<file path="src/rtl/base_pkg.sv">
// Board base types shared by joystick, video and sync logic
package base_pkg;

    localparam int JOY_BITS = 24;           // Full DB9 frame, both players

    // One player, buttons active high
    typedef struct packed {
        logic up;
        logic down;
        logic left;
        logic right;
        logic b1;
        logic b2;
        logic b3;
        logic b4;
        logic b5;
        logic b6;
        logic start;
        logic coin;
    } joy_state_t;

    typedef struct packed {
        logic [5:0] r;                      // Field 0, top of the word
        logic [5:0] g;
        logic [5:0] b;
    } rgb6_t;

    // Component view, same pin order as rgb6_t
    typedef struct packed {
        logic [5:0] pr;                     // On the red pins
        logic [5:0] y;                      // On the green pins
        logic [5:0] pb;                     // On the blue pins
    } ypbpr6_t;

    // Output pins seen either as RGB or as YPbPr
    typedef union packed {
        rgb6_t   rgb;
        ypbpr6_t ypbpr;
    } video_pxl_u;

    typedef struct packed {
        logic hs;
        logic vs;
    } video_sync_t;

endpackage
</file>
<file path="src/rtl/platform_base.sv">
// Board base layer with joysticks, sound DACs, SPI ROM loading and final video
`timescale 1ns/1ns

module platform_base #(
    parameter int COLORW     = 4,
    parameter bit SIGNED_SND = 1'b1,
    parameter bit STEREO     = 1'b0,
    parameter int JOY_DIV    = 4
) (
    input  logic                  clk_sys,
    input  logic                  rst_n,
    // Game video
    input  logic [3*COLORW-1:0]   game_rgb,
    input  base_pkg::video_sync_t game_sync,
    input  logic                  lhbl,
    input  logic                  lvbl,
    // Scan doubler and video mode
    input  base_pkg::rgb6_t       scan2x_rgb,
    input  base_pkg::video_sync_t scan2x_sync,
    input  logic [3:0]            vgactrl_en,
    input  logic                  ypbpr_en,
    output logic                  scan2x_enb,
    output base_pkg::video_pxl_u  video,
    output logic                  video_hs,
    output logic                  video_vs,
    // Sound
    input  logic [15:0]           snd_left,
    input  logic [15:0]           snd_right,
    output logic                  snd_pwm_left,
    output logic                  snd_pwm_right,
    // ROM download
    input  logic                  sd_cs_n,
    input  logic                  sd_clk,
    input  logic                  sd_mosi,
    output logic [21:0]           ioctl_addr,
    output logic [ 7:0]           ioctl_data,
    output logic                  ioctl_wr,
    output logic                  downloading,
    // Joysticks and switches
    input  logic                  joy_data,
    output logic                  joy_clk,
    output logic                  joy_load,
    output logic [31:0]           joystick1,
    output logic [31:0]           joystick2,
    output logic [31:0]           status
);

    import base_pkg::*;

    joy_state_t          joy1;
    joy_state_t          joy2;
    logic [3*COLORW-1:0] game_rgb_bl;           // Blanked game colour

    assign scan2x_enb  = vgactrl_en[0];         // 0 routes the scan doubler out
    assign game_rgb_bl = (lhbl && lvbl) ? game_rgb : '0;   // Black outside active area
    assign joystick1   = 32'(joy1);
    assign joystick2   = 32'(joy2);

    always_comb
    begin
        status     = '0;
        status[3]  = vgactrl_en[1];             // Scanlines
        status[6]  = vgactrl_en[3];             // Service mode
        status[12] = vgactrl_en[2];             // Screen flip
    end

    joy_db9 #(.JOY_DIV(JOY_DIV)) u_joy_db9 (
        .clk_sys  ( clk_sys  ),
        .rst_n    ( rst_n    ),
        .joy_data ( joy_data ),
        .joy_clk  ( joy_clk  ),
        .joy_load ( joy_load ),
        .joy1     ( joy1     ),
        .joy2     ( joy2     )
    );

    sd_dac #(.SIGNED_SND(SIGNED_SND)) u_dac_left (
        .clk_sys ( clk_sys      ),
        .rst_n   ( rst_n        ),
        .pcm     ( snd_left     ),
        .dac_out ( snd_pwm_left )
    );

    generate
        if (STEREO)
        begin : g_stereo
            sd_dac #(.SIGNED_SND(SIGNED_SND)) u_dac_right (
                .clk_sys ( clk_sys       ),
                .rst_n   ( rst_n         ),
                .pcm     ( snd_right     ),
                .dac_out ( snd_pwm_right )
            );
        end
        else
        begin : g_mono
            assign snd_pwm_right = snd_pwm_left;    // Mono game on both pins
        end
    endgenerate

    spi_rom_loader u_spi_rom_loader (
        .clk_sys     ( clk_sys     ),
        .rst_n       ( rst_n       ),
        .sd_cs_n     ( sd_cs_n     ),
        .sd_clk      ( sd_clk      ),
        .sd_mosi     ( sd_mosi     ),
        .ioctl_addr  ( ioctl_addr  ),
        .ioctl_data  ( ioctl_data  ),
        .ioctl_wr    ( ioctl_wr    ),
        .downloading ( downloading )
    );

    video_out #(.COLORW(COLORW)) u_video_out (
        .clk_sys     ( clk_sys     ),
        .rst_n       ( rst_n       ),
        .game_rgb    ( game_rgb_bl ),
        .game_sync   ( game_sync   ),
        .scan2x_rgb  ( scan2x_rgb  ),
        .scan2x_sync ( scan2x_sync ),
        .scan2x_enb  ( scan2x_enb  ),
        .ypbpr_en    ( ypbpr_en    ),
        .video       ( video       ),
        .video_hs    ( video_hs    ),
        .video_vs    ( video_vs    )
    );

endmodule

</file>
<file path="src/rtl/video_out.sv">
// Video output stage with colour widening, source and sync selection and YPbPr
`timescale 1ns/1ns

module video_out #(
    parameter int COLORW = 4                    // Game bits per channel, 3 to 8
) (
    input  logic                  clk_sys,
    input  logic                  rst_n,
    input  logic [3*COLORW-1:0]   game_rgb,     // {r, g, b}
    input  base_pkg::video_sync_t game_sync,    // Active high
    input  base_pkg::rgb6_t       scan2x_rgb,
    input  base_pkg::video_sync_t scan2x_sync,  // Active low
    input  logic                  scan2x_enb,   // 1 selects game video
    input  logic                  ypbpr_en,
    output base_pkg::video_pxl_u  video,
    output logic                  video_hs,
    output logic                  video_vs
);

    import base_pkg::*;

    rgb6_t       game_rgb6;
    rgb6_t       src_rgb;
    video_pxl_u  yuv_pxl;
    video_pxl_u  pxl_nxt;
    video_sync_t sel_sync;                      // Active low after selection
    logic        csync;
    logic        sync_mix;                      // Composite on hs, vs tied high

    // Top bits repeated to fill six
    function automatic logic [5:0] widen(input logic [COLORW-1:0] c);
        logic [3*COLORW-1:0] rep;
        rep = {3{c}};
        return rep[3*COLORW-1 -: 6];
    endfunction

    assign game_rgb6.r = widen(game_rgb[3*COLORW-1 -: COLORW]);
    assign game_rgb6.g = widen(game_rgb[2*COLORW-1 -: COLORW]);
    assign game_rgb6.b = widen(game_rgb[COLORW-1:0]);

    assign src_rgb  = scan2x_enb ? game_rgb6 : scan2x_rgb;
    assign sel_sync = scan2x_enb ? video_sync_t'(~game_sync) : scan2x_sync;
    assign csync    = ~(sel_sync.hs ^ sel_sync.vs);
    assign sync_mix = scan2x_enb | ypbpr_en;

    rgb2ypbpr u_rgb2ypbpr (
        .rgb   ( src_rgb ),
        .ypbpr ( yuv_pxl )
    );

    always_comb
    begin
        pxl_nxt.rgb = src_rgb;
        if (ypbpr_en)
            pxl_nxt = yuv_pxl;                  // Component view on the same pins
    end

    always_ff @(posedge clk_sys)
    begin
        if (!rst_n)
        begin
            video    <= '0;
            video_hs <= 1'b0;
            video_vs <= 1'b0;
        end
        else
        begin
            video    <= pxl_nxt;
            video_hs <= sync_mix ? csync : sel_sync.hs;
            video_vs <= sync_mix ? 1'b1 : sel_sync.vs;   // High puts SCART in RGB mode
        end
    end

endmodule

</file>
<file path="src/rtl/rgb2ypbpr.sv">
// RGB to YPbPr converter with fixed integer weights on 6-bit channels
`timescale 1ns/1ns

module rgb2ypbpr (
    input  base_pkg::rgb6_t      rgb,
    output base_pkg::video_pxl_u ypbpr
);

    logic [11:0] r12;
    logic [11:0] g12;
    logic [11:0] b12;
    logic [11:0] y_sum;                         // Weights sum to 64
    logic [11:0] pb_sum;
    logic [11:0] pr_sum;

    assign r12 = 12'(rgb.r);
    assign g12 = 12'(rgb.g);
    assign b12 = 12'(rgb.b);

    // All three land in 0..4064, wrap in between is harmless
    assign y_sum  = 12'd19 * r12 + 12'd38 * g12 + 12'd7 * b12;
    assign pb_sum = 12'd2048 - 12'd11 * r12 - 12'd21 * g12 + 12'd32 * b12;
    assign pr_sum = 12'd2048 + 12'd32 * r12 - 12'd27 * g12 - 12'd5 * b12;

    // Divide by 64
    always_comb
    begin
        ypbpr.ypbpr.pr = pr_sum[11:6];
        ypbpr.ypbpr.y  = y_sum[11:6];
        ypbpr.ypbpr.pb = pb_sum[11:6];
    end

endmodule

</file>
<file path="src/rtl/spi_rom_loader.sv">
// SPI ROM loader receiving bytes from the I/O controller as ioctl writes
`timescale 1ns/1ns

module spi_rom_loader (
    input  logic        clk_sys,
    input  logic        rst_n,
    input  logic        sd_cs_n,
    input  logic        sd_clk,
    input  logic        sd_mosi,
    output logic [21:0] ioctl_addr,
    output logic [ 7:0] ioctl_data,
    output logic        ioctl_wr,
    output logic        downloading
);

    logic [1:0] cs_sync;                        // Two-flop synchronisers
    logic [2:0] clk_sync;                       // Extra stage for edge detect
    logic [1:0] mosi_sync;
    logic [6:0] byte_sr;                        // First seven bits, MSB first
    logic [2:0] bit_cnt;
    logic       clk_rise;
    logic       cs_act;

    assign cs_act      = ~cs_sync[1];
    assign clk_rise    = clk_sync[1] & ~clk_sync[2];   // Mode 0 sample edge
    assign downloading = cs_act;

    always_ff @(posedge clk_sys)
    begin
        if (!rst_n)
        begin
            cs_sync   <= 2'b11;                 // Deselected
            clk_sync  <= '0;
            mosi_sync <= '0;
        end
        else
        begin
            cs_sync   <= {cs_sync[0], sd_cs_n};
            clk_sync  <= {clk_sync[1:0], sd_clk};
            mosi_sync <= {mosi_sync[0], sd_mosi};   // Same delay as sd_clk
        end
    end

    always_ff @(posedge clk_sys)
    begin
        if (!rst_n)
        begin
            bit_cnt    <= '0;
            ioctl_addr <= '0;
            ioctl_wr   <= 1'b0;
        end
        else
        begin
            ioctl_wr <= 1'b0;                   // One-cycle strobe
            if (!cs_act)
            begin
                bit_cnt    <= '0;               // Rising CS ends the load
                ioctl_addr <= '0;
            end
            else
            begin
                if (ioctl_wr)
                    ioctl_addr <= ioctl_addr + 1'b1;
                if (clk_rise)
                begin
                    bit_cnt <= bit_cnt + 1'b1;  // Wraps every byte
                    if (bit_cnt == 3'd7)
                        ioctl_wr <= 1'b1;
                end
            end
        end
    end

    // Byte assembly
    always_ff @(posedge clk_sys)
    begin
        if (cs_act && clk_rise)
        begin
            byte_sr <= {byte_sr[5:0], mosi_sync[1]};
            if (bit_cnt == 3'd7)
                ioctl_data <= {byte_sr, mosi_sync[1]};
        end
    end

endmodule

</file>
<file path="src/rtl/sd_dac.sv">
// First-order sigma-delta DAC turning 16-bit PCM into a 1-bit density stream
`timescale 1ns/1ns

module sd_dac #(
    parameter bit SIGNED_SND = 1'b1             // PCM in two's complement
) (
    input  logic        clk_sys,
    input  logic        rst_n,
    input  logic [15:0] pcm,
    output logic        dac_out
);

    logic [15:0] pcm_u;                         // Offset binary sample
    logic [15:0] acc;                           // Running residue
    logic [16:0] acc_sum;

    // Two's complement to offset binary is just an MSB flip
    assign pcm_u   = {pcm[15] ^ SIGNED_SND, pcm[14:0]};
    assign acc_sum = {1'b0, acc} + {1'b0, pcm_u};

    always_ff @(posedge clk_sys)
    begin
        if (!rst_n)
        begin
            acc     <= '0;
            dac_out <= 1'b0;
        end
        else
        begin
            acc     <= acc_sum[15:0];           // Keep the remainder
            dac_out <= acc_sum[16];             // Carry out is the stream
        end
    end

endmodule

</file>
<file path="src/rtl/joy_db9.sv">
// DB9 joystick reader clocking the external shift register for two players
`timescale 1ns/1ns

module joy_db9 #(
    parameter int JOY_DIV = 4                   // clk_sys cycles per half joy_clk period
) (
    input  logic                 clk_sys,
    input  logic                 rst_n,
    input  logic                 joy_data,
    output logic                 joy_clk,
    output logic                 joy_load,
    output base_pkg::joy_state_t joy1,
    output base_pkg::joy_state_t joy2
);

    import base_pkg::*;

    localparam int PBITS     = JOY_BITS / 2;        // Bits per player
    localparam int LAST_HALF = 2 * JOY_BITS + 1;    // Two load halves, then two per bit
    localparam int DIVW      = $clog2(JOY_DIV + 1);
    localparam int HALFW     = $clog2(LAST_HALF + 1);

    logic [DIVW-1:0]     div_cnt;
    logic [HALFW-1:0]    half_cnt;              // Half periods into the frame
    logic [HALFW-1:0]    half_nxt;
    logic [JOY_BITS-1:0] frame_sr;              // Frame bit 0 lands at the bottom
    logic                half_tick;

    assign half_tick = div_cnt == DIVW'(JOY_DIV - 1);
    assign half_nxt  = (half_cnt == HALFW'(LAST_HALF)) ? '0 : half_cnt + 1'b1;

    always_ff @(posedge clk_sys)
    begin
        if (!rst_n)
        begin
            div_cnt  <= '0;
            half_cnt <= HALFW'(LAST_HALF);      // First tick opens a load window
            joy_load <= 1'b0;
            joy_clk  <= 1'b0;
            frame_sr <= '1;                     // All buttons released
            joy1     <= '0;
            joy2     <= '0;
        end
        else
        begin
            div_cnt <= half_tick ? '0 : div_cnt + 1'b1;
            if (half_tick)
            begin
                half_cnt <= half_nxt;
                joy_load <= half_nxt < HALFW'(2);                   // One full clock period
                joy_clk  <= (half_nxt >= HALFW'(2)) && half_nxt[0]; // High on odd halves
                // End of a low half, sample right before joy_clk rises
                if ((half_cnt >= HALFW'(2)) && !half_cnt[0])
                    frame_sr <= {joy_data, frame_sr[JOY_BITS-1:1]};
                if (half_cnt == HALFW'(LAST_HALF))
                begin
                    joy1 <= joy_state_t'(~frame_sr[PBITS-1:0]);         // Pins active low
                    joy2 <= joy_state_t'(~frame_sr[JOY_BITS-1:PBITS]);
                end
            end
        end
    end

endmodule

</file>
<file path="config.mk">
export PLATFORM = sky130hd
export DESIGN_NAME = platform_base
export DESIGN_NICKNAME = d
export VERILOG_FILES = /design/src/rtl/base_pkg.sv /design/src/rtl/platform_base.sv /design/src/rtl/video_out.sv /design/src/rtl/rgb2ypbpr.sv /design/src/rtl/spi_rom_loader.sv /design/src/rtl/sd_dac.sv /design/src/rtl/joy_db9.sv
export SDC_FILE = /design/constraint.sdc
export NUM_CORES = 1
export LEC_CHECK = 0
export BUFFER_PORTS_ARGS = -buffer_cell sky130_fd_sc_hd__buf_4
export CELL_PAD_IN_SITES_DETAIL_PLACEMENT = 1
export CELL_PAD_IN_SITES_GLOBAL_PLACEMENT = 2
export CORE_ASPECT_RATIO = 0.6
export CORE_MARGIN = 3
export CORE_UTILIZATION = 37
export DETAILED_ROUTE_END_ITERATION = 16
export MAX_ROUTING_LAYER = met4
export PLACE_DENSITY_LB_ADDON = 0.1
export SLEW_MARGIN = 40
export SYNTH_ARGS = -nofsm -noshare
export SYNTH_HDL_FRONTEND = slang
export SYNTH_HIERARCHICAL = 1
export SYNTH_SLANG_ARGS = --single-unit
</file>
<file path="constraint.sdc">
create_clock -name clk_sys -period 14.7 [get_ports clk_sys]
set_clock_uncertainty 0.1 [all_clocks]
set_input_delay 0.735 -clock clk_sys [delete_from_list [all_inputs] [get_ports clk_sys]]
set_output_delay 0.735 -clock clk_sys [all_outputs]
set_load 0.05 [all_outputs]
</file>
==> Word-level counts from Yosys, hierarchy flattened <==
Index checks and enable logic that the tools add are counted.
{ "classes": {"shift": 0, "reduce_logical": 11, "magnitude_cmp": 3, "eq_ne": 3, "muxes": 8, "bitwise": 12, "n_mul": 7, "div_mod_pow": 0, "addsub": 13} }
{ "ops": {"columns": ["operator", "count"], "rows": [
  ["5-bit by 6-bit multiplier with 11-bit output (first input constant)", 4],
  ["18-bit two-way mux", 2],
  ["12-bit inverter", 2],
  ["12-bit by 11-bit subtractor with 12-bit output", 2],
  ["22-bit by 1-bit adder with 22-bit output (second input constant)", 1],
  ["3-bit by 6-bit multiplier with 9-bit output (first input constant)", 2],
  ["16-bit by 16-bit adder with 17-bit output", 1],
  ["12-bit by 11-bit adder with 12-bit output", 1],
  ["12-bit by 11-bit adder with 12-bit output (first input constant)", 1],
  ["12-bit adder", 1],
  ["12-bit by 9-bit adder with 12-bit output", 1],
  ["6-bit by 2-bit greater-or-equal comparator with 1-bit output (second input constant)", 2],
  ["12-bit two-way mux", 1],
  ["12-bit by 10-bit subtractor with 12-bit output (first input constant)", 1],
  ["12-bit by 9-bit subtractor with 12-bit output", 1],
  ["4-bit by 6-bit multiplier with 10-bit output (first input constant)", 1],
  ["3-bit by 1-bit adder with 3-bit output (second input constant)", 2],
  ["6-bit by 1-bit adder with 6-bit output (second input constant)", 1],
  ["6-bit equality test (second input constant)", 1],
  ["6-bit by 2-bit < comparator with 1-bit output (second input constant)", 1],
  ["6-bit two-way mux", 1],
  ["1-bit inverter", 6],
  ["2-bit AND reduction", 3],
  ["1-bit logical AND", 4],
  ["11 further kinds", 14]
]} }
{ "word_totals": {"ramBits": 0, "mem_bits_ro": 0, "inputBits": 79, "wordCells": 99, "register_bits": 144, "out_inout_bits": 153, "latch_bits": 0, "memories": 0} }

==> Longest topological paths before layout <==
Gate-level depths: netlist (run 1).
{ "logic_depth": {"word_depth": 8, "depth_mapped": 28, "depth_no_buf": 27} }

==> Modules after synthesis <==
The synthesis (run 1) kept the hierarchy.
{ "modules_own_cells": {"columns": ["module", "n_inst", "cells_each", "seq_area_each_um2", "area_each_um2"], "rows": [
  ["rgb2ypbpr", 1, 439, 0.0, 4140.2],
  ["joy_db9", 1, 265, 1181.1, 2287.2],
  ["spi_rom_loader", 1, 158, 1111.1, 1825.5],
  ["sd_dac", 1, 151, 340.3, 1295.0],
  ["video_out", 1, 108, 400.4, 1078.5],
  ["platform_base", 1, 89, 0.0, 655.6]
]} }

==> Worst setup path before layout (run 1) <==
OpenSTA, ideal clock, no wires.
{ "synth_path": {"path_kind": "input to register", "startpoint": "in vgactrl_en[0]", "endpoint": "reg u_video_out/video[5] (netlist bit)", "setup_slack_ps": 8181, "t_arrival_ps": 6303, "stages": 21, "cell_sequence": "buf_6 > buf_6 > o21ai_2 > ha_1 > fa_1 > ha_1 > a21oi_1 > xnor2_1 > ha_1 > fa_1 > fa_1 > inv_1 > fa_1 > ha_1 > or3_4 > o221a_2 > a311o_2 > o31ai_4 > xnor2_1 > nand2b_1 > o211a_1"} }
{ "synth_rtl": {"columns": ["item", "line", "text"], "rows": [
  ["start: declaration", "platform_base.sv:20", "input logic [3:0] vgactrl_en,"],
  ["end signal: assignment", "video_out.sv:68", "video <= pxl_nxt;"],
  ["end: declaration", "video_out.sv:15", "output base_pkg::video_pxl_u video,"]
]} }

==> metrics.md, run 1 <==
| Metric | Value |
|---|---|
| Post-Syn Instances | 1210 |
| Final Power | 2.14 mW |
| Hold path start | u_spi_rom_loader/cs_sync[0]$_SDFF_PN1_ |
| R2r worst-path depth | 6 |
| Port bufs | 140 |
| Critical path startpoint | vgactrl_en[0] |
| R2r startpoint | u_joy_db9/div_cnt[0]$_SDFF_PP0_ |
| Hold slack | 0.313 ns |
| DR pass1 iterations | 4 |
| Total grt overflow | 0 |
| Comb power frac | 57.7% |
| Largest net degree at the start of global routing | 52 |
| RSZ-0062 raised after global routing | no |
| Vias in the first global route | 8558 |
| Kind of end point of the critical path | register |
| Syn Area/Cell | 9.32 µm² |
| Lkg Pwr | 6.45 nW |
| Int Power | 1.23 mW |
| Net Sw Frac | 42.5% |
| Fmax | 0.149 GHz |
| Core Area | 0.0294 mm² |
| Setup Buffers After CTS | 0 |
| Final Hold Viols | 0 |
| Routed wire length | 29300 µm |
| Bufs on Longest Clock Path | 2 |
| Initial DRC count | 348 |
| Last weighted congestion value of the routability-driven placer | 0.835 |
| Ys async rst share | 0% |
| Routed len/inst | 16.8 µm |
| DIE WIDTH | 231 µm |
| HPWL Detailed | 22900 µm |
| Critical Path AT | 6.92 ns |
| Routed Antenna Nets | 0 |
| #FFs+latches synth | 144 |
| EDFF count, synth | 15 |
| Synth Cell Area | 0.0113 mm² |
| Slew Viols, Final | 0 |
| Crit path max fanout | 27 |
| TritonCTS clock tree | done |
| Layout cell share with drive strength beyond 1 | 17.2% |
| Initial antenna violation count | 0 |
| Post-synthesis sequential area ratio | 26.9% |
| Critical path type | primary input to register |
| Commonest non-fill, non-tap cell in the layout | inv_1 |
| Startpoint Class | primary input |
| Post_cts resized | 0 |
| Power density of the placed cells | 165 mW/mm² |
| Crit path required time | 14.93 ns |
| Fin crit share | 45.5% |
| Global-route wire length before repair | 47100 µm |
| Clock Sinks | 144 |
| Worst reg-to-reg setup slack | 12.13 ns |
| # IOs | 232 |
| Inserted Clock Buffers | 17 |
| Max_slew headroom | 45.9% |
| Starting Density | 38.4% |
| Setup TNS Final | 0 ns |
| # rows | 48 |
| Via count | 8290 |
| DR vias/cell | 4.75 |
| Ys flop type | dfxtp_1 |
| GRT Util Overall | 18.9% |
| Netlist cell types | 79 |
| Most frequent cells in the layout | inv_1, buf_4, ha_1 |
| Reg power frac | 21.4% |
| Status | completed |
| Crit path time final | 6.69 ns |
| Chip height | 141 µm |
| Clock power frac | 20.9% |
| Clock Tree Root | clkbuf_16 |
| H-tree depth | 4 |
| Synth warnings | 6 |
| Reg2reg end | u_joy_db9/frame_sr[4]$_SDFFE_PN1P_ |
| WHS Endpoint | u_spi_rom_loader/cs_sync[1]$_SDFF_PN1_ |
| Cts hold-fix bufs | 0 |
| # Max-Cap Violations | 0 |
| NumNets Final | 1617 |
| Area delta synth->final | 14.8% |
| Setup ws final | 8.01 ns |
| Hold Crit Class | register to register |
| Full die area | 0.0327 mm² |
| Residual DRC | 0 |
| Net Switching | 0.908 mW |
| Maximum VDD drop | 0.0917 mV |
| Worst-Margin Slew | 0.811 ns |
| Clk_lat worst skew | 0.43 ns |
| Setup Viol. Count Final | 0 |
| Clk pin slew, worst setup/hold paths | 0.07 ns |
| Place WS | 7.53 ns |
| WHS Path Cells | 1 |
[state kept, by name (all words and copies together) (netlist names), 3 cells and up]
name,cells
u_dac_left/acc,16
u_joy_db9/div_cnt,3
u_joy_db9/frame_sr,24
u_joy_db9/half_cnt,6
u_joy_db9/joy1,12
u_joy_db9/joy2,12
u_spi_rom_loader/bit_cnt,3
u_spi_rom_loader/byte_sr,7
u_spi_rom_loader/clk_sync,3
u_spi_rom_loader/ioctl_addr,22
u_spi_rom_loader/ioctl_data,8
u_video_out/video,18
[synth_stat cells, drive strengths merged (24+ instances only)]
| cell type | count | area share, % |
|---|---|---|
| xnor2 | 32 | 2.5 |
| o21ai | 33 | 2.0 |
| inv | 165 | 5.5 |
| nor2 | 65 | 2.2 |
| fa | 69 | 12 |
| dfxtp | 129 | 23 |
| nand2b | 27 | 1.5 |
| buf | 99 | 6.6 |
| a211oi | 24 | 1.7 |
| a21oi | 44 | 2.2 |
| nand3 | 37 | 1.6 |
| ha | 137 | 15 |
| nand2 | 96 | 3.2 |
[cell families (layout without fill, tap and decap cells)]
group | Yosys count | in the layout | synth area share, %
other cells | 1 | 70 | 0.0332
buf+inv | 276 | 343 | 12.5
xor+xnor | 51 | 51 | 3.96
fa+ha+maj | 206 | 206 | 27.4
flops | 144 | 144 | 26.9
compound gates | 194 | 194 | 12.9
mux | 17 | 17 | 1.79
simple gates | 321 | 321 | 14.5
[per-stage QoR]
| stage | instance area [µm²] | utilization, % | std cells |
|---|---|---|---|
| finish | 12900 | 44.1 | 1746 |
| global placement | 12300 | 42.0 | 1713 |
| global route | 12900 | 44.1 | 1745 |
| floorplan | 11500 | - | 1278 |
| detailed placement | 12300 | 42.0 | 1713 |
| CTS | 12900 | 44.1 | 1745 |
[final cells by class]
cell class                 instances  area (µm²)
sequential                       144        3030
timing repair buffer             146        1100
fill                            3457       16400
multi-input combinational        858        7090
clock buffer                      19         464
clock inverter                    13         140
antenna                            1        2.50
inverter                         165         619
tap                              400         500
[critical path, stage by stage]
cell and delay [ns]:
buf_4 0.24, o21ai_2 0.57, ha_1 0.36, fa_1 0.46, ha_1 0.34, a21oi_1 0.25, xnor2_1 0.17, ha_1 0.27
fa_1 0.52, fa_1 0.54, inv_1 0.05, fa_1 0.45, ha_1 0.24, or3_4 0.39, o221a_2 0.28, a311o_2 0.44
o31ai_4 0.20, xnor2_1 0.10, nand2b_1 0.15, o211a_1 0.14
[power by group through the flow]
stage               logic, mW  registers [mW]  clock network, mW
detailed placement       1.23           0.465                  0
global placement         1.21           0.464                  0
global route             1.39           0.461              0.480
floorplan               0.901           0.542                  0
finish                   1.23           0.456              0.448
CTS                      1.24           0.457              0.464
[layer usage]
layer	wire length [µm]	GRT usage, %	up-vias	share of wire, %
li1	-	-	4172	-
met4	163	3.13	0	0.56
met2	12100	26.4	115	41
met5	0	-	-	0
met1	15700	28.3	3994	54
met3	1290	3.81	9	4.4
[how the worst max path moves through the flow]
stage	endpoint	cells after the start
2_1_floorplan	u_video_out/video[5]$_SDFF_PN0_	21
3_3_place_gp	u_video_out/video[5]$_SDFF_PN0_	20
3_5_place_dp	u_video_out/video[5]$_SDFF_PN0_	20
4_1_cts	u_video_out/video[5]$_SDFF_PN0_	20
5_1_grt	u_video_out/video[5]$_SDFF_PN0_	23
6_report	u_video_out/video[5]$_SDFF_PN0_	20
(Power assumes the default switching activity.)
==> inputs of run 2 (changes only) <==
Settings changed: ABC_AREA from default to 1, CORE_UTILIZATION 37 to 29.
Clock period 14.7 ns to 6.1 ns, I/O delays scaled along.
==> metrics.md, run 2 <==
| Metric | Value |
|---|---|
| Fin crit share | 91.4% |
| NumNets Final | 2018 (+25%) |
| Highest Signal Layer | met4 |
| Most flop-heavy register | u_joy_db9/frame_sr |
| Synth area leaders | dfxtp_1, ha_1, fa_1, nand2_1, inv_1 |
| Critical path type | primary input to register |
| Most frequent cells in the layout | nand2_1, inv_1, buf_4 |
| R2r worst-path depth | 8 (+2) |
| H-tree depth | 4 (unchanged) |
| Maximum VDD drop | 0.185 mV (+100%) |
| EDFF count, synth | 15 (unchanged) |
| Starting Density | 30.0% (-8.4 points) |
| Max reg flops | 24 (unchanged) |
| Place WS | 0.0751 ns (-7.45 ns) |
| Status | completed |
| Top-count cell post-synth | nand2_1 |
| Netlist cell types | 49 (-38%) |
| Power density of the placed cells | 389 mW/mm² (+140%) |
| Routed Antenna Nets | 0 (unchanged) |
| Clk pin slew, worst setup/hold paths | 0.07 ns (about the same) |
| Full die area | 0.0438 mm² (+34%) |
| Post-synthesis adder-cell area fraction | 25.9% (-1.6 points) |
| GRT Util Overall | 16.6% (-2.3 points) |
| Lkg Pwr | 7.56 nW (+17%) |
| Clk_lat worst skew | 0.45 ns (+0.02 ns) |
| Residual DRC | 0 (unchanged) |
| Final Hold Viols | 0 (unchanged) |
| # Max-Cap Violations | 0 (unchanged) |
| Setup Buffers After CTS | 0 (unchanged) |
| Hold Crit Class | primary input to register |
| WHS Path Cells | 3 (+2) |
| Core Area | 0.0399 mm² (+36%) |
| Antenna cells | 0 (-1) |
| Syn Area/Cell | 7.60 µm² (-19%) |
| HPWL Detailed | 27900 µm (+22%) |
| Largest net degree at the start of global routing | 44 (-15%) |
| Initial antenna violation count | 0 (unchanged) |
| Ys async rst share | 0% (unchanged) |
| WHS Endpoint | u_video_out/video_vs$_SDFF_PN0_ |
| Commonest non-fill, non-tap cell in the layout | nand2_1 |
| # IOs | 232 (unchanged) |
| DR pass1 iterations | 4 (unchanged) |
| Total grt overflow | 0 (unchanged) |
| Mux cell area share after synthesis | 0% (-1.8 points) |
| Clock Tree Root | clkbuf_16 |
| Inserted Clock Buffers | 17 (unchanged) |
| R2r startpoint | u_joy_db9/div_cnt[0]$_SDFF_PP0_ |
| Synth Cell Area | 0.0120 mm² (+6.1%) |
| #FFs+latches synth | 144 (unchanged) |
| TritonCTS clock tree | done |
| Cells after DPL | 2232 (+30%) |
| Area leader, netlist | dfxtp_1 |
| Kind of end point of the critical path | register |
| Reg area | 0.00303 mm² (unchanged) |
| Detailed route wirelength on metal3 | 1460 µm (+13%) |
| Non-Filler Instances | 2268 (+30%) |
| Max_slew headroom | 53.9% (+8.0 points) |
| Worst reg-to-reg setup slack | 3.74 ns (-8.39 ns) |
| Layout cell share with drive strength beyond 1 | 16.8% (-0.39 points) |
| Synth cell count leaders | nand2_1, inv_1, ha_1 |
| Critical Path AT | 5.81 ns (-1.11 ns) |
| Chip height | 163 µm (+16%) |
| RSZ-0062 raised after global routing | no |
| Final Power | 5.45 mW (+150%) |
| Via count | 9959 (+20%) |
| Ys flop type | dfxtp_1 |
| Compound-Gate Fraction of Synth Area | 8.87% (-4.0 points) |
| Area share of xor/xnor cells in the synthesized design | 1.39% (-2.6 points) |
| Post-synthesis sequential area ratio | 25.3% (-1.6 points) |
| Area of the multi-input gates | 0.00731 mm² (+3.0%) |
| Area share of the largest cell type after synthesis | 21.6% (-1.3 points) |
| Crit path required time | 6.33 ns (-8.60 ns) |
| Vias in the first global route | 10200 (+19%) |
| Routed len/inst | 15.2 µm (-9.7%) |
| Startpoint Class | primary input |
| Port bufs | 140 (unchanged) |
| DRT met1 WL | 17600 µm (+12%) |
| Worst-Margin Slew | 0.688 ns (-0.123 ns) |
| Synth warnings | 6 (unchanged) |
| Global-route wire length before repair | 55000 µm (+17%) |
| Setup TNS Final | 0 ns (unchanged) |
| Post-Synth Simple-Gate Area | 22.6% (+8.1 points) |
| Fmax | 0.179 GHz |
| Initial DRC count | 367 (+5.5%) |
| Area delta synth->final | 17.0% |
| Clock Sinks | 144 (unchanged) |
| Crit path time final | 5.58 ns |
| Routed wire length | 34400 µm (+17%) |
| DR WL met2 | 15000 µm (+24%) |
| Crit path max fanout | 8 (-70%) |
| Hold path start | scan2x_sync[0] |
| Setup Viol. Count Final | 0 (unchanged) |
| # rows | 56 (+17%) |
| Post-Syn Instances | 1576 (+30%) |
| Top Registers | u_joy_db9/frame_sr x24, u_spi_rom_loader/ioctl_addr x22, u_video_out/video x18 |
| DIE WIDTH | 268 µm (+16%) |
| Fillers | 4919 (+42%) |
| DR vias/cell | 4.39 (-7.5%) |
| Crit-path max cell delay | 0.51 ns (-0.06 ns) |
| Slew Viols, Final | 0 (unchanged) |
| Reg2reg end | u_joy_db9/frame_sr[23]$_SDFFE_PN1P_ |
| Largest family of logic cells by synthesized area | adder cells |
| Bufs on Longest Clock Path | 2 (unchanged) |
| Setup ws final | 0.523 ns (-7.48 ns) |
| Most used cell, CP | inv_1 |
| Crit-path slowest cell | fa_1 |
| Last weighted congestion value of the routability-driven placer | 0.834 (-0.13%) |
[run 2: changes by cell type in the layout (fill, tap and decap cells not counted), sizes merged, moves of 10 or more]
| cell | before | now |
|---|---|---|
| o21ai | 33 | 60 |
| mux2i | 10 | 0 |
| inv | 173 | 314 |
| nand2b | 27 | 0 |
| o211a | 19 | 0 |
| a211oi | 24 | 0 |
| buf | 146 | 165 |
| and3 | 22 | 0 |
| a21oi | 44 | 80 |
| xnor2 | 32 | 7 |
| nand3 | 37 | 68 |
| nor2 | 65 | 163 |
| nand2 | 96 | 360 |
[run 2: report_power, final]
part           switching [mW]  leakage [nW]  total [mW]  internal (mW)
clock                   0.487         0.285        1.09          0.600
sequential             0.0335          1.19        1.08           1.05
combinational            2.10          6.09        3.28           1.18
total                    2.62          7.56        5.45           2.83
[run 2: timing repair]
item	CTS	global route
setup endpoints to repair	0	0
hold buffers	4	0
gates resized for setup	0	0
endpoints found under the hold margin	4	0
[run 2: area by class of cell]
type                       instances  share of cell area, %
tap                              522                   4.66
sequential                       144                   21.6
timing repair buffer             169                   9.12
clock buffer                      19                   3.24
multi-input combinational       1095                   52.1
clock inverter                    13                  0.964
inverter                         306                   8.23
[run 2: kinds of logic (layout without fill, tap and decap cells)]
kind of cell	Yosys count	in the layout
and+or+nand+nor	617	617
buffers and inverters	405	507
other	1	69
AOI/OAI and AO/OA	184	184
xor gates and xnor gates	19	19
DFF	144	144
adders and majority gates	206	206
[run 2: worst max path at each step]
stage	startpoint	endpoint	slack, ns	depth (start not counted)
global route	lhbl	u_video_out/video[4]$_SDFF_PN0_	0.12	35
detailed placement	lhbl	u_video_out/video[1]$_SDFF_PN0_	0.08	31
floorplan	vgactrl_en[0]	u_video_out/video[4]$_SDFF_PN0_	0.48	35
global placement	lhbl	u_video_out/video[1]$_SDFF_PN0_	0.12	31
CTS	lhbl	u_video_out/video[5]$_SDFF_PN0_	0.54	33
finish	lhbl	u_video_out/video[5]$_SDFF_PN0_	0.52	33
[run 2: per-layer routing]
metal  track usage (%)  up-vias
li1                  -     5066
met1              22.8     4754
met2              25.0      123
met3              3.69       16
met4              3.52        0
met5                 -        -
[run 2: critical path: cells and delay by family]
family          cells  cell delay, ns
simple gates       10            0.89
compound gates      5            0.75
buf+inv             9            0.52
xor+xnor            1            0.16
fa+ha+maj           8            3.20
[run 2: through the flow]
| stage | cell area (µm²) | utilization (%) | hold slack [ns] |
|---|---|---|---|
| after floorplan | 12200 | - | 0.290 |
| after global placement | 13400 | 33.5 | 0.297 |
| after detailed placement | 13400 | 33.6 | 0.300 |
| after CTS | 14000 | 35.1 | 0.0104 |
| after global routing | 14000 | 35.2 | 0.0557 |
| final | 14000 | 35.2 | 0.0400 |
==> inputs of run 3 (changes only) <==
Settings changed: CORE_UTILIZATION 29 to 30, CTS_BUF_LIST from default to sky130_fd_sc_hd__clkbuf_8.
==> metrics.md, run 3 (synthesis gave the netlist of run 2 again) <==
| Metric | Value |
|---|---|
| Clock Tree Root | clkbuf_8 |
| Residual DRC | 0 (unchanged) |
| Inserted Clock Buffers | 17 (unchanged) |
| Crit path max fanout | 6 (-2) |
| Post_cts resized | 0 (unchanged) |
| Bufs on Longest Clock Path | 2 (unchanged) |
| Worst-Margin Slew | 0.695 ns (+0.00725 ns) |
| # Max-Cap Violations | 0 (unchanged) |
| Clk_lat worst skew | 0.49 ns (+0.04 ns) |
| Crit-path max cell delay | 0.53 ns (+0.02 ns) |
| Full die area | 0.0424 mm² (-3.2%) |
| Commonest non-fill, non-tap cell in the layout | nand2_1 |
| Top Registers | u_joy_db9/frame_sr x24, u_spi_rom_loader/ioctl_addr x22, u_video_out/video x18 |
| Crit path required time | 6.37 ns (+0.04 ns) |
| Setup TNS Final | 0 ns (unchanged) |
| Core Area | 0.0385 mm² (-3.3%) |
| Non-Filler Instances | 2265 (-0.13%) |
| Port bufs | 140 (unchanged) |
| Final Power | 5.33 mW (-2.2%) |
| RSZ-0062 raised after global routing | no |
| R2r worst-path depth | 7 (-1) |
| Setup Viol. Count Final | 0 (unchanged) |
| Startpoint Class | primary input |
| Total grt overflow | 0 (unchanged) |
| DR vias/cell | 4.41 (+0.50%) |
| Slew Viols, Final | 0 (unchanged) |
| Via count | 9996 (+0.37%) |
| Power density of the placed cells | 383 mW/mm² (-1.5%) |
| Max reg flops | 24 (unchanged) |
| Final Hold Viols | 0 (unchanged) |
| # rows | 55 (-1.8%) |
| Most flop-heavy register | u_joy_db9/frame_sr |
| WHS Path Cells | 4 (+1) |
| Critical Path AT | 5.79 ns (-0.02 ns) |
| Max_slew headroom | 53.4% (-0.49 points) |
| Vias in the first global route | 10300 (+1.1%) |
| # IOs | 232 (unchanged) |
| DIE WIDTH | 264 µm (-1.6%) |
| Clk pin slew, worst setup/hold paths | 0.09 ns (+0.02 ns) |
| Fmax | 0.181 GHz (+1.2%) |
| Post-layout util | 36.1% (+0.98 points) |
| DR WL met2 | 14900 µm (-0.78%) |
| HPWL Detailed | 28200 µm (+1.1%) |
| Status | completed |
| H-tree depth | 4 (unchanged) |
| Critical path type | primary input to register |
| Most used cell, CP | inv_1 |
| Maximum VDD drop | 0.141 mV (-24%) |
| GRT Util Overall | 17.0% (+0.45 points) |
| TritonCTS clock tree | done |
| Clock Sinks | 144 (unchanged) |
| DR pass1 iterations | 4 (unchanged) |
| DRT met1 WL | 18200 µm (+3.5%) |
| Lkg Pwr | 7.54 nW (-0.33%) |
| Routed wire length | 34600 µm (+0.73%) |
| Starting Density | 31.1% (+1.0 points) |
| Detailed route wirelength on metal3 | 1240 µm (-15%) |
| Chip height | 161 µm (-1.6%) |
| Routed Antenna Nets | 0 (unchanged) |
| Routed len/inst | 15.3 µm (+0.87%) |
| Hold Crit Class | primary input to register |
| Cells after DPL | 2227 (-0.22%) |
| NumNets Final | 2023 (+0.25%) |
| Kind of end point of the critical path | register |
| Area delta synth->final | 16.3% |
| Crit-path slowest cell | fa_1 |
| Initial DRC count | 463 (+26%) |
| Initial antenna violation count | 0 (unchanged) |
| Global-route wire length before repair | 55900 µm (+1.7%) |
| Last weighted congestion value of the routability-driven placer | 0.829 (-0.54%) |
| Layout cell share with drive strength beyond 1 | 17.0% (+0.18 points) |
| Highest Signal Layer | met4 |
| Setup Buffers After CTS | 0 (unchanged) |
| Crit path time final | 5.51 ns (-0.0636 ns) |
| Fin crit share | 90.4% (-1.0 points) |
| Largest net degree at the start of global routing | 61 (+39%) |
| Most frequent cells in the layout | nand2_1, inv_1, buf_4 |
[run 3: changes by cell type in the layout (fill, tap and decap cells not counted), moves of 2 or more]
cell / previous run / this run
inv_6: 6 / 4
buf_4: 165 / 169
bufinv_16: 1 / 5
clkbuf_16: 18 / 0
clkbuf_8: 0 / 17
[run 3: cell type report]
type                            instances  area (µm²)
Fill cell                            4806       24600
Multi-Input combinational cell       1095        7310
Sequential cell                       144        3030
Timing Repair Buffer                  174        1320
Inverter                              306        1150
Tap cell                              513         642
Clock buffer                           17         234
Clock inverter                         15         233
Antenna cell                            1        2.50
[run 3: final timing paths]
| path | from | to | slack [ns] |
|---|---|---|---|
| worst max-delay path | lhbl | u_video_out/video[5]$_SDFF_PN0_ | 0.59 |
| worst min-delay path | snd_left[0] | u_dac_left/acc[0]$_SDFF_PN0_ | 0.05 |
| worst max register to register | u_joy_db9/div_cnt[0]$_SDFF_PP0_ | u_joy_db9/frame_sr[23]$_SDFFE_PN1P_ | 3.74 |
| worst min register to register | u_spi_rom_loader/cs_sync[0]$_SDFF_PN1_ | u_spi_rom_loader/cs_sync[1]$_SDFF_PN1_ | 0.31 |
[run 3: critical path, delay by kind of cell]
kind / cells / cell delay, ns
xor gates and xnor gates: 1 / 0.16
AOI/OAI and AO/OA: 5 / 0.74
buffers and inverters: 9 / 0.54
adders and majority gates: 8 / 3.23
and+or+nand+nor: 10 / 0.80
[run 3: what timing repair did]
action,4_1_cts,5_1_grt
endpoints found under the setup margin,0,0
hold endpoints to repair,5,0
hold buffers,5,0
[run 3: report_power, final]
part	switching, mW	leakage, nW	total, mW	internal (mW)
sequential	0.0349	1.19	1.08	1.05
clock	0.436	0.237	0.932	0.496
combinational	2.12	6.11	3.31	1.20
[run 3: per-layer routing]
| metal | global-route usage, % | vias to the layer above |
|---|---|---|
| li1 | - | 5087 |
| met1 | 24.3 | 4802 |
| met2 | 25.2 | 89 |
| met3 | 3.20 | 18 |
| met4 | 3.29 | 0 |
| met5 | - | - |
[run 3: stage by stage]
step | instance area (µm²) | hold WS (ns) | setup slack [ns]
after floorplan | 12200 | 0.290 | 0.481
after global placement | 13400 | 0.296 | 0.168
after detailed placement | 13400 | 0.306 | 0.0636
after CTS | 13900 | 0.00652 | 0.588
after global routing | 13900 | 0.0310 | 0.0922
final | 13900 | 0.0473 | 0.586
